$ cat src/panel_params.svh
`ifndef PANEL_PARAMS_SVH
`define PANEL_PARAMS_SVH

// Synchronizer stages on each raw button input.
`define SYNC_DELAY_LEN 2

// Stable synchronized cycles before the clean level follows.
`define DEBOUNCE_COUNT 12

// Clock cycles per divider tick.
`define TICK_PERIOD 4

// Ticks per half period of the blink.
`define BLINK_TICKS 3

// Cycles the activity LED stays lit after the last ping.
`define EXTEND_LEN 20

`endif

$ cat src/panel_ctrl_pkg.sv
package panel_ctrl_pkg;

	// Mode machine states, stepped in this order by the mode button.
	typedef enum logic [1:0] {
		MODE_OFF   = 2'd0,
		MODE_ON    = 2'd1,
		MODE_BLINK = 2'd2
	} mode_t;

	// Visible panel state.
	// Status_led follows the mode and act_led is the stretched ping.
	typedef struct packed {
		mode_t mode;
		logic  status_led;
		logic  act_led;
	} panel_status_t;

endpackage

$ cat src/panel_input_pkg.sv
package panel_input_pkg;

	// One conditioned button.
	// Level is the debounced state and press is high for one cycle
	// on each rising edge of that level.
	typedef struct packed {
		logic level;
		logic press;
	} button_t;

	// Both panel buttons, as the top level exposes them.
	typedef struct packed {
		button_t mode_btn;
		button_t ping_btn;
	} buttons_t;

endpackage

$ cat src/button_conditioner.sv
`include "panel_params.svh"

module button_conditioner
	import panel_input_pkg::*;
(
	input  logic    clk,
	input  logic    reset,
	input  logic    raw,
	output button_t button
);

	localparam int SYNC_LEN = `SYNC_DELAY_LEN;
	localparam int DB_COUNT = `DEBOUNCE_COUNT;
	localparam int DB_WIDTH = $clog2(DB_COUNT + 1);
	localparam logic [DB_WIDTH-1:0] DB_LAST = DB_WIDTH'(DB_COUNT);

	logic [SYNC_LEN-1:0] sync_q;
	logic                synced;
	logic                candidate;
	logic [DB_WIDTH-1:0] db_count;
	logic                clean;
	logic                clean_prev;

	// Raw input enters at the top stage and leaves at bit 0.
	always_ff @(posedge clk) begin
		sync_q[SYNC_LEN-1] <= raw;
		for (int i = 0; i < SYNC_LEN - 1; i++) begin
			sync_q[i] <= sync_q[i+1];
		end
	end

	assign synced = sync_q[0];

	// Any change of the synchronized input restarts the count.
	// The clean level only moves once the candidate has held long enough.
	always_ff @(posedge clk) begin
		if (reset) begin
			candidate <= synced;
			clean <= synced;
			db_count <= '0;
		end else if (synced != candidate) begin
			candidate <= synced;
			db_count <= '0;
		end else if (db_count == DB_LAST) begin
			clean <= candidate;
		end else begin
			db_count <= db_count + 1'b1;
		end
	end

	// Previous clean level for the one-shot.
	always_ff @(posedge clk) begin
		if (reset) begin
			clean_prev <= synced;
		end else begin
			clean_prev <= clean;
		end
	end

	assign button.level = clean;

	// High in the first cycle of a high clean level only.
	assign button.press = clean & ~clean_prev;

endmodule

$ cat src/led_driver.sv
`include "panel_params.svh"

module led_driver
	import panel_ctrl_pkg::*;
(
	input  logic  clk,
	input  logic  reset,
	input  mode_t mode,
	input  logic  mode_changed,
	input  logic  ping,
	output logic  status_led,
	output logic  act_led
);

	localparam int TICK_LEN = `TICK_PERIOD;
	localparam int BLINK_LEN = `BLINK_TICKS;
	localparam int EXT_LEN = `EXTEND_LEN;
	localparam int TICK_WIDTH = (TICK_LEN > 1) ? $clog2(TICK_LEN) : 1;
	localparam int BLINK_WIDTH = (BLINK_LEN > 1) ? $clog2(BLINK_LEN) : 1;
	localparam int EXT_WIDTH = $clog2(EXT_LEN + 1);
	localparam logic [TICK_WIDTH-1:0] TICK_LAST = TICK_WIDTH'(TICK_LEN - 1);
	localparam logic [BLINK_WIDTH-1:0] BLINK_LAST = BLINK_WIDTH'(BLINK_LEN - 1);
	localparam logic [EXT_WIDTH-1:0] EXT_LAST = EXT_WIDTH'(EXT_LEN);

	logic [TICK_WIDTH-1:0]  tick_count;
	logic                   tick;
	logic [BLINK_WIDTH-1:0] blink_count;
	logic                   blink_done;
	logic [EXT_WIDTH-1:0]   ext_count;

	// Free-running divider, one tick every TICK_LEN cycles.
	always_ff @(posedge clk) begin
		if (reset || tick_count == TICK_LAST) begin
			tick_count <= '0;
		end else begin
			tick_count <= tick_count + 1'b1;
		end
	end

	assign tick = (tick_count == '0);

	// Counts ticks within one blink half period.
	always_ff @(posedge clk) begin
		if (reset) begin
			blink_count <= '0;
		end else if (mode != MODE_BLINK || mode_changed) begin
			blink_count <= '0;
		end else if (tick) begin
			if (blink_done) begin
				blink_count <= '0;
			end else begin
				blink_count <= blink_count + 1'b1;
			end
		end
	end

	assign blink_done = tick && (blink_count == BLINK_LAST);

	// Status LED, with the blink phase cleared on every mode step.
	always_ff @(posedge clk) begin
		if (reset) begin
			status_led <= 1'b0;
		end else begin
			case (mode)
				MODE_OFF: begin
					status_led <= 1'b0;
				end
				MODE_ON: begin
					status_led <= 1'b1;
				end
				MODE_BLINK: begin
					if (mode_changed) begin
						status_led <= 1'b0;
					end else if (blink_done) begin
						status_led <= ~status_led;
					end
				end
				default: begin
					status_led <= 1'b0;
				end
			endcase
		end
	end

	// Activity LED stays lit EXT_LEN cycles past the last ping.
	always_ff @(posedge clk) begin
		if (reset) begin
			act_led <= 1'b0;
			ext_count <= '0;
		end else if (ping) begin
			act_led <= 1'b1;
			ext_count <= '0;
		end else if (ext_count == EXT_LAST) begin
			act_led <= 1'b0;
		end else begin
			ext_count <= ext_count + 1'b1;
		end
	end

endmodule

$ cat src/mode_controller.sv
module mode_controller
	import panel_ctrl_pkg::*;
(
	input  logic  clk,
	input  logic  reset,
	input  logic  press,
	output mode_t mode,
	output logic  mode_changed
);

	mode_t mode_next;

	// Fixed cycle OFF, ON, BLINK and back to OFF.
	always_comb begin
		case (mode)
			MODE_OFF: begin
				mode_next = MODE_ON;
			end
			MODE_ON: begin
				mode_next = MODE_BLINK;
			end
			MODE_BLINK: begin
				mode_next = MODE_OFF;
			end
			default: begin
				mode_next = MODE_OFF;
			end
		endcase
	end

	// One step per press, held otherwise.
	always_ff @(posedge clk) begin
		if (reset) begin
			mode <= MODE_OFF;
		end else if (press) begin
			mode <= mode_next;
		end
	end

	// High in the cycle after each step.
	always_ff @(posedge clk) begin
		if (reset) begin
			mode_changed <= 1'b0;
		end else begin
			mode_changed <= press;
		end
	end

endmodule

$ cat src/panel_top.sv
module panel_top
	import panel_input_pkg::*;
	import panel_ctrl_pkg::*;
(
	input  logic          clk,
	input  logic          reset,
	input  logic          mode_btn_raw,
	input  logic          ping_btn_raw,
	output panel_status_t status,
	output buttons_t      buttons
);

	logic mode_changed;

	button_conditioner u_mode_cond (
		.clk    (clk),
		.reset  (reset),
		.raw    (mode_btn_raw),
		.button (buttons.mode_btn)
	);

	button_conditioner u_ping_cond (
		.clk    (clk),
		.reset  (reset),
		.raw    (ping_btn_raw),
		.button (buttons.ping_btn)
	);

	mode_controller u_mode (
		.clk          (clk),
		.reset        (reset),
		.press        (buttons.mode_btn.press),
		.mode         (status.mode),
		.mode_changed (mode_changed)
	);

	// The LED driver reads the mode back from the status port.
	led_driver u_leds (
		.clk          (clk),
		.reset        (reset),
		.mode         (status.mode),
		.mode_changed (mode_changed),
		.ping         (buttons.ping_btn.press),
		.status_led   (status.status_led),
		.act_led      (status.act_led)
	);

endmodule
$ cat config.mk
export PLATFORM = sky130hd
export DESIGN_NAME = panel_top
export DESIGN_NICKNAME = d
export VERILOG_FILES = /design/src/panel_ctrl_pkg.sv /design/src/panel_input_pkg.sv /design/src/button_conditioner.sv /design/src/led_driver.sv /design/src/mode_controller.sv /design/src/panel_top.sv
export VERILOG_INCLUDE_DIRS = /design/src /design/src/src
export SDC_FILE = /design/constraint.sdc
export NUM_CORES = 1
export LEC_CHECK = 0
export BUFFER_PORTS_ARGS = -buffer_cell sky130_fd_sc_hd__buf_2
export CAP_MARGIN = 5
export CORE_MARGIN = 2
export CORE_UTILIZATION = 35
export DETAILED_ROUTE_END_ITERATION = 12
export MAX_ROUTING_LAYER = met4
export PLACE_DENSITY = 0.5
export SYNTH_ARGS = -nofsm -noshare
export SYNTH_HDL_FRONTEND = slang
export SYNTH_SLANG_ARGS = --single-unit
$ cat constraint.sdc
create_clock -name clk -period 3.15 [get_ports clk]
set_clock_uncertainty 0.1 [all_clocks]
set_input_delay 0.945 -clock clk [delete_from_list [all_inputs] [get_ports clk]]
set_output_delay 0.945 -clock clk [all_outputs]
set_load 0.005 [all_outputs]
[Word-level counts from Yosys, hierarchy flattened]
Index checks and enable logic that the tools add are counted.
Cells by class
  add/subtract/negate cells: 5
  equal/unequal tests: 13
  muxes and demuxes: 19
  bitwise logic cells: 5
  reduce and logical (&&, ||, !) cells: 16
Operators by type and width (number)
  2-to-1 mux 1 bit: 16
  nonzero test 2 bit: 5
  adder 4 x 1 -> 4 bit, second input constant: 2
  == test 4 bit, second input constant: 2
  OR reduction 2 bit: 4
  == test 2 bit, second input constant: 3
  != test 2 bit, second input constant: 3
  adder 5 x 1 -> 5 bit, second input constant: 1
  == test 5 bit, second input constant: 1
  adder 2 x 1 -> 2 bit, second input constant: 2
  logical NOT 2 bit: 2
  one-hot mux 2 bit (2 select lines): 1
  AND reduction 2 bit: 2
  != test 3 x 2 -> 1 bit, second input constant: 1
  NOT 1 bit: 3
  bitwise AND 1 bit: 2
  == test 2 x 1 -> 1 bit, second input constant: 1
  logical OR 1 bit: 2
  2-to-1 mux 2 bit: 1
  != test 1 bit: 2
  one-hot mux 1 bit (2 select lines): 1
  logical AND 1 bit: 1
Storage, ports and cells
  register bits: 32
  bits of input ports: 4
  output and inout port bits: 8
  word-level logic and storage cells: 75

[Longest topological paths before layout]
Gate-level depths: netlist of run 1.
  depth after elaboration: 5
  depth in mapped cells: 5
  gate-level depth less buffers: 5

[Hierarchy]
Synthesis of run 1 repeated with hierarchy kept, for this count alone.
Second synthesis, totals
  cells, all modules: 140
  area total of the unflattened synthesis: 1402.6 um^2
Modules (own cells, without submodules)
  button_conditioner: instances 2, cells each 37, area each 381.6 um^2, sequential area each 200.2 um^2
  led_driver: instances 1, cells each 56, area each 534.3 um^2, sequential area each 220.2 um^2
  mode_controller: instances 1, cells each 10, area each 105.1 um^2, sequential area each 60.1 um^2

[Worst setup path before layout of run 1]
OpenSTA, ideal clock, no wires.
  path kind: flip-flop to output port
  from: reg u_mode_cond.clean
  to: out buttons[2] (netlist name)
  arrival: 0.738 ns
  required time: 2.105 ns
  setup slack: 1.367 ns
  stages on the path, launching flop included: 3
  path buffers: 1
  path through: edfxtp_1 > nor2b_1 > buf_4
Between the ends
  cells in the longest elaborated chain, start to end: 1
RTL lines
  from (decl): line button_conditioner.sv:21  | logic clean;
  from (signal assigned): line button_conditioner.sv:39  | clean <= synced;
  from (signal assigned): line button_conditioner.sv:45  | clean <= candidate;
  bitwise AND 1 bit: line button_conditioner.sv:63  | assign button.press = clean & ~clean_prev;
  to (decl): line panel_top.sv:10  | output buttons_t buttons
Every way passes these cells.

==> results of run 1 <==
per-stage QoR:
step,total power (W),hold slack (ns),cells,cell area [µm²],util
3_3_place_gp,0.0005461,0.2122,197,1481,0.3758
3_5_place_dp,0.0005507,0.2147,197,1481,0.3758
5_1_grt,0.0008808,0.2329,205,1563,0.3964
2_1_floorplan,0.0005345,0.2096,145,1423,-
6_report,0.0008336,0.2277,205,1563,0.3964
4_1_cts,0.0008500,0.2298,205,1563,0.3964
cells by family after synthesis:
group | count (synthesis)
flops | 32
compound gates | 17
buf+inv | 25
fa+ha+maj | 11
simple gates | 47
mux | 5
xor+xnor | 8
sequential cells by signal, summed over array words and instances (netlist names), 2 cells and up:
signal                flops
u_leds.ext_count          5
u_leds.tick_count         2
u_mode_cond.sync_q        2
u_ping_cond.sync_q        2
u_mode.mode               2
u_leds.blink_count        2
u_mode_cond.db_count      4
u_ping_cond.db_count      4
cells in the final DEF (no fill, tap or decap), types with 2 or more instances in the layout:
cell and instances:
sky130_fd_sc_hd__or2_1 3, sky130_fd_sc_hd__nor2b_1 3, sky130_fd_sc_hd__a211oi_2 2, sky130_fd_sc_hd__xnor2_1 4, sky130_fd_sc_hd__dfxtp_1 28, sky130_fd_sc_hd__nor3b_1 4
sky130_fd_sc_hd__xor2_1 4, sky130_fd_sc_hd__o21ai_0 3, sky130_fd_sc_hd__nand2_1 5, sky130_fd_sc_hd__nor2_1 17, sky130_fd_sc_hd__a21oi_1 6, sky130_fd_sc_hd__o21bai_1 2
sky130_fd_sc_hd__buf_2 11, sky130_fd_sc_hd__mux2i_1 5, sky130_fd_sc_hd__clkbuf_8 5, sky130_fd_sc_hd__inv_1 15, sky130_fd_sc_hd__a31oi_1 3, sky130_fd_sc_hd__edfxtp_1 4
sky130_fd_sc_hd__clkbuf_1 2, sky130_fd_sc_hd__nor3_2 2, sky130_fd_sc_hd__nand3_1 6, sky130_fd_sc_hd__ha_1 11
final cells by class:
cell class                      count  area, µm²  share of cell area
Timing Repair Buffer               11      55.05             0.03523
Tap cell                           50      62.56             0.04003
Clock buffer                        7      76.32             0.04884
Clock inverter                      1      5.005            0.003203
Sequential cell                    32      680.7              0.4355
Multi-Input combinational cell     88      623.1              0.3987
Inverter                           16      60.06             0.03843
metal layers:
layer | vias to the layer above | wire length (µm)
li1 | 490 | -
met1 | 423 | 940
met5 | - | 0
met2 | 14 | 943
met3 | 5 | 110
met4 | 0 | 34
worst paths after layout:
| check | from | endpoint | slack (ns) | cells after the start |
|---|---|---|---|---|
| worst max-delay path | u_mode_cond.clean | buttons[2] | 1.02 | 2 |
| worst min-delay path | u_mode_cond.sync_q[1] | u_mode_cond.sync_q[0] | 0.23 | 0 |
| worst max register to register | u_leds.tick_count[0] | u_leds.status_led | 1.65 | 5 |
| worst min register to register | u_mode_cond.sync_q[1] | u_mode_cond.sync_q[0] | 0.23 | 0 |
critical path: stages, from the launching register on:
cell	delay (ns)
sky130_fd_sc_hd__edfxtp_1	0.36
sky130_fd_sc_hd__nor2b_1	0.28
sky130_fd_sc_hd__buf_2	0.17
power breakdown:
| part | switching [W] | total (W) | leakage, nW | internal, W |
|---|---|---|---|---|
| sequential | 0.0000196 | 0.000458 | 0.270 | 0.000439 |
| clock | 0.000138 | 0.000293 | 0.0422 | 0.000155 |
| combinational | 0.0000437 | 0.0000826 | 0.333 | 0.0000389 |
==> results by group, run 1 <==
Run status
  – Result of the run: finished clean

Logic synthesis
  – Area leader, netlist: sky130_fd_sc_hd__dfxtp_1
  – Synth top area cells: sky130_fd_sc_hd__dfxtp_1, sky130_fd_sc_hd__ha_1, sky130_fd_sc_hd__edfxtp_1
  – Number of enable-type register cells in the synthesized netlist: 4
  – Commonest register cell after synthesis: sky130_fd_sc_hd__dfxtp_1
  – Post-Synth XOR/XNOR Area: 0.04925
  – FF+latch count, synth: 32
  – List of most frequent post-synthesis cells: sky130_fd_sc_hd__dfxtp_1, sky130_fd_sc_hd__nor2_1, sky130_fd_sc_hd__inv_1, sky130_fd_sc_hd__ha_1
  – Cell variety after synth: 31
  – Proportion of synthesized area in mux cells: 0.03518
  – Sequential element share of the synthesized area: 0.4785
  – Simple-Gate Fraction of Synth Area: 0.1759
  – Number of instances in the synthesized netlist: 145
  – Synth Area in Compound Gates: 0.08091
  – Adder-cell share of the synthesized area: 0.09675
  – Share of Yosys cell area claimed by the top area cell type: 0.3940
  – Share of synthesized registers carrying an async set or reset: 0
  – Post-Synthesis Cell Area: 1423 µm²
  – Synthesis Warnings: 0
  – Largest family of logic cells by synthesized area: simple AND/OR/NAND/NOR gates
  – Average instance area after synthesis: 9.811 µm²
  – Number of nets in the synthesized netlist: 160
  – Most numerous cell in the Yosys netlist: sky130_fd_sc_hd__dfxtp_1

Timing
  – Achievable Freq: 0.4684 GHz
  – Minimum setup slack in the final design: 1.015 ns
  – RSZ-0062 raised after global routing: no
  – Slew Limit Fails: 0
  – Final critical path time including I/O delays and setup: 2.135 ns
  – Aggregate negative setup slack: 0 ns
  – Final worst path period share: 0.6777
  – Slew at the pin closest to its max-slew limit: 0.2785 ns
  – Final Setup Violations: 0
  – Max-slew headroom at the worst pin: 0.8139
  – Hold Violations, Final: 0

Global route
  – GRT Residual Overflow: 0
  – Largest net degree at the start of global routing: 19
  – Fraction of met1 tracks used by global routing: 0.1142
  – Antenna violations before repair: 0
  – Peak-usage layer in the global routing report: met2
  – Met2 usage in global routing: 0.1716
  – Global routing usage on met3: 0.03667
  – Global router's overall resource usage: 0.1058
  – Vias in the first global route: 880
  – Wire length of the first global-routing pass: 3532 µm

Floorplanning
  – Core outline area: 3943 µm²
  – Die Footprint: 4591 µm²
  – Initial standard-cell utilization of the core: 0.3608
  – Rows: 23
  – Die extent in y: 67.76 µm
  – Die X: 67.76 µm
  – IO Pins: 12

Pwr
  – Worst vdd ir: 263.5 µV
  – Leak pwr: 0.6459 nW
  – Power density cells: 533.4 nW/µm²

Clock network
  – CTS Root Buffer Type: sky130_fd_sc_hd__clkbuf_8
  – Clk pin slew, worst setup/hold paths: 0.06 ns
  – Post-CTS Resized: 0
  – CTS buffer count: 5
  – Number of sinks on the clock net: 32
  – Clock tree from TritonCTS: built
  – Maximum clock path buffer count: 2
  – CTS Hold Bufs: 0
  – Clock latency on the worst-skew pair: 0.27 ns
  – Number of post-CTS setup repair buffers: 0
  – Deepest level of the CTS H-tree: 2

Placement
  – Placement Setup Slack: 1.253 ns
  – HPWL after DPL: 1504 µm
  – IO buf count: 11
  – Weighted congestion at the end of routability-driven global placement: 0.6149

Min path
  – Worst min path class: reg -> reg

Routing
  – Number of remaining DRC errors: 0
  – Via count: 932
  – Mean routed wirelength per cell: 9.893 µm
  – Total Wirelength: 2028 µm
  – Avg Vias per Cell: 4.546
  – Length of the first detailed-routing pass in iterations: 4
  – Antenna Nets Post-Route: 0
  – Count of routing violations after the opening detailed-route iteration: 37

Layout
  – Area growth, synth to finish: 9.851%
  – N_diodes: 0
  – Net count of the finished layout: 169
  – Layout cell share with drive strength beyond 1: 0.1419
  – Final-layout fill cell count: 379

Critical path
  – Maximum net fanout on the critical path: 3
  – Category of the critical setup timing path: reg -> out
  – Data arrival at the endpoint of the critical path: 1.09 ns
  – Crit start category: flip-flop
  – CP required: 2.10 ns
  – Sort of element at the end of the critical path: output pin

Flow run
  – MaxCap Viol Count: 0
Note: power is estimated with default switching activity, not from simulation.
==> run 2, diff against run 1 <==
--- a/config.mk
+++ b/config.mk
@@ -12,7 +12,7 @@
 export CORE_UTILIZATION = 35
 export DETAILED_ROUTE_END_ITERATION = 12
 export MAX_ROUTING_LAYER = met4
-export PLACE_DENSITY = 0.5
+export PLACE_DENSITY = 0.52
 export SYNTH_ARGS = -nofsm -noshare
 export SYNTH_HDL_FRONTEND = slang
 export SYNTH_SLANG_ARGS = --single-unit
==> constraint.sdc (replaced) <==
create_clock -name clk -period 1.7 [get_ports clk]
set_clock_uncertainty 0.1 [all_clocks]
set_input_delay 0.51 -clock clk [delete_from_list [all_inputs] [get_ports clk]]
set_output_delay 0.51 -clock clk [all_outputs]
set_load 0.005 [all_outputs]
==> results by group, run 2 (same netlist as run 1, synthesis figures left out) <==
Run status
  – Result of the run: finished clean (unchanged)

Min path
  – Worst min path class: reg -> reg (unchanged)
  – Hold-critical path depth: 0 (unchanged)

Placement
  – IO buf count: 11 (unchanged)
  – Placement Setup Slack: 0.2022 ns (was 1.253 ns)
  – HPWL after DPL: 1602 µm (was 1504 µm)
  – Weighted congestion at the end of routability-driven global placement: 0.8082 (was 0.6149)

Layout
  – N_diodes: 0 (unchanged)
  – Layout cell share with drive strength beyond 1: 0.1603 (was 0.1419)
  – Most common library cell in the layout ignoring fill and taps: sky130_fd_sc_hd__dfxtp_1 (unchanged)
  – Largest reg by FF count: u_leds.ext_count (unchanged)
  – Area growth, synth to finish: 11.08% (was 9.851%)
  – Largest registers in the final layout: u_leds.ext_count x5, u_mode_cond.db_count x4, u_ping_cond.db_count x4 (unchanged)
  – Largest register FFs: 5 (unchanged)
  – Most frequent cells in the layout: sky130_fd_sc_hd__dfxtp_1, sky130_fd_sc_hd__nor2_1, sky130_fd_sc_hd__inv_1, sky130_fd_sc_hd__ha_1, sky130_fd_sc_hd__buf_2 (unchanged)
  – Net count of the finished layout: 170 (was 169)

Timing
  – Achievable Freq: 0.6238 GHz
  – Slew Limit Fails: 0 (unchanged)
  – Aggregate negative setup slack: 0 ns (unchanged)
  – Hold Violations, Final: 0 (unchanged)
  – Final critical path time including I/O delays and setup: 1.603 ns
  – Slew at the pin closest to its max-slew limit: 0.2692 ns (was 0.2785 ns)
  – Final worst path period share: 0.9430
  – Max-slew headroom at the worst pin: 0.8196 (was 0.8139)
  – Final Setup Violations: 0 (unchanged)
  – RSZ-0062 raised after global routing: no (unchanged)
  – Minimum setup slack in the final design: 0.09686 ns (was 1.015 ns)

Floorplanning
  – Die X: 67.76 µm (unchanged)
  – Die Footprint: 4591 µm² (unchanged)
  – Core outline area: 3943 µm² (unchanged)
  – Die extent in y: 67.76 µm (unchanged)
  – IO Pins: 12 (unchanged)
  – Rows: 23 (unchanged)
  – Initial standard-cell utilization of the core: 0.3608 (unchanged)

Critical path
  – Crit start category: flip-flop (unchanged)
  – Category of the critical setup timing path: reg -> out (unchanged)
  – Maximum net fanout on the critical path: 3 (unchanged)
  – Biggest cell delay along the critical path: 0.41 ns (was 0.36 ns)
  – Series of cell instances along the critical path: nor2b_2 -> buf_2 (was nor2b_1 -> buf_2)
  – CP endpoint: buttons[0] (was buttons[2])
  – Data arrival at the endpoint of the critical path: 0.99 ns (was 1.09 ns)
  – Crit path launch: u_ping_cond.clean (was u_mode_cond.clean)
  – Capture instance of the worst register-to-register path: u_leds.status_led (unchanged)
  – Sort of element at the end of the critical path: output pin (unchanged)
  – CP required: 1.09 ns (was 2.10 ns)
  – Depth of the worst register-to-register path: 5 (unchanged)
  – Worst reg2reg path startpoint: u_leds.tick_count[0] (unchanged)
  – Reg-to-reg slack, setup: 0.20 ns (was 1.65 ns)
  – Crit path max-delay cell type: sky130_fd_sc_hd__edfxtp_1 (unchanged)

Clock network
  – Clock tree from TritonCTS: built (unchanged)
  – CTS buffer count: 5 (unchanged)
  – Number of sinks on the clock net: 32 (unchanged)
  – Maximum clock path buffer count: 2 (unchanged)
  – Deepest level of the CTS H-tree: 2 (unchanged)
  – Number of post-CTS setup repair buffers: 0 (unchanged)
  – Clk pin slew, worst setup/hold paths: 0.06 ns (about the same)
  – CTS Root Buffer Type: sky130_fd_sc_hd__clkbuf_8 (unchanged)
  – CTS Hold Bufs: 0 (unchanged)
  – Clock latency on the worst-skew pair: 0.28 ns (was 0.27 ns)

Global route
  – Antenna violations before repair: 0 (unchanged)
  – Wire length of the first global-routing pass: 3870 µm (was 3532 µm)
  – Global router's overall resource usage: 0.1186 (was 0.1058)
  – Largest net degree at the start of global routing: 16 (was 19)
  – GRT Residual Overflow: 0 (unchanged)
  – Vias in the first global route: 951 (was 880)

Routing
  – Mean routed wirelength per cell: 10.15 µm (was 9.893 µm)
  – Avg Vias per Cell: 4.670 (was 4.546)
  – Antenna Nets Post-Route: 0 (unchanged)
  – Length of the first detailed-routing pass in iterations: 4 (unchanged)
  – Number of remaining DRC errors: 0 (unchanged)
  – Total Wirelength: 2091 µm (was 2028 µm)
  – Count of routing violations after the opening detailed-route iteration: 30 (was 37)
  – Via count: 962 (was 932)

Pwr
  – Power density cells: 977.5 nW/µm² (was 533.4 nW/µm²)
  – Worst vdd ir: 440.9 µV (was 263.5 µV)
  – Leak pwr: 0.6566 nW (was 0.6459 nW)

Flow run
  – MaxCap Viol Count: 0 (unchanged)
run 2: what timing repair did:
item,in CTS,in global routing
setup endpoints to repair,1,2
resized for setup,1,2
gates cloned,0,0
pin swaps,0,0
run 2: how the worst min path moves through the flow:
stage                     slack (ns)             startpoint               endpoint
after floorplan                 0.21  u_mode_cond.sync_q[1]  u_mode_cond.sync_q[0]
after global placement          0.21  u_ping_cond.sync_q[1]  u_ping_cond.sync_q[0]
after detailed placement        0.22  u_mode_cond.sync_q[1]  u_mode_cond.sync_q[0]
after CTS                       0.23           ping_btn_raw  u_ping_cond.sync_q[1]
after global routing            0.23           ping_btn_raw  u_ping_cond.sync_q[1]
final                           0.23  u_mode_cond.sync_q[1]  u_mode_cond.sync_q[0]
run 2: per-layer routing:
layer | GRT usage | vias to the layer above | wire length (µm)
met4 | 0.06888 | 0 | 57
met5 | - | - | 0
met1 | 0.1272 | 452 | 948
met3 | 0.04167 | 8 | 109
li1 | - | 489 | -
met2 | 0.1887 | 13 | 976
run 2: power breakdown:
| group | internal [W] | switching (W) | total (W) | leakage (nW) |
|---|---|---|---|---|
| sequential | 0.000813 | 0.0000371 | 0.000850 | 0.270 |
| combinational | 0.0000762 | 0.0000815 | 0.000158 | 0.344 |
| clock | 0.000286 | 0.000251 | 0.000537 | 0.0422 |
| total | 0.00118 | 0.000369 | 0.00154 | 0.657 |
run 2: area by class of cell:
| cell class | count | area, µm² |
|---|---|---|
| Sequential cell | 32 | 680.7 |
| Tap cell | 50 | 62.56 |
| Inverter | 16 | 60.06 |
| Multi-Input combinational cell | 88 | 633.1 |
| Fill cell | 386 | 2362 |
| Clock buffer | 7 | 76.32 |
| Clock inverter | 1 | 5.005 |
| Timing Repair Buffer | 12 | 62.56 |
run 2: stage by stage:
step | hold slack (ns) | utilization | cells | power (W) | area (µm²)
after floorplan | 0.2096 | - | 145 | 0.0009903 | 1423
after global placement | 0.2146 | 0.3777 | 198 | 0.001017 | 1489
after detailed placement | 0.2168 | 0.3777 | 198 | 0.001025 | 1489
after CTS | 0.2256 | 0.3989 | 206 | 0.001567 | 1573
after global routing | 0.2264 | 0.4008 | 206 | 0.001639 | 1580
final | 0.2277 | 0.4008 | 206 | 0.001545 | 1580
run 2: worst max-delay path, delay by kind of cell, from the launching register on:
kind / cells / cell delay [ns]
buf+inv: 1 / 0.12
flops: 1 / 0.41
simple gates: 1 / 0.19
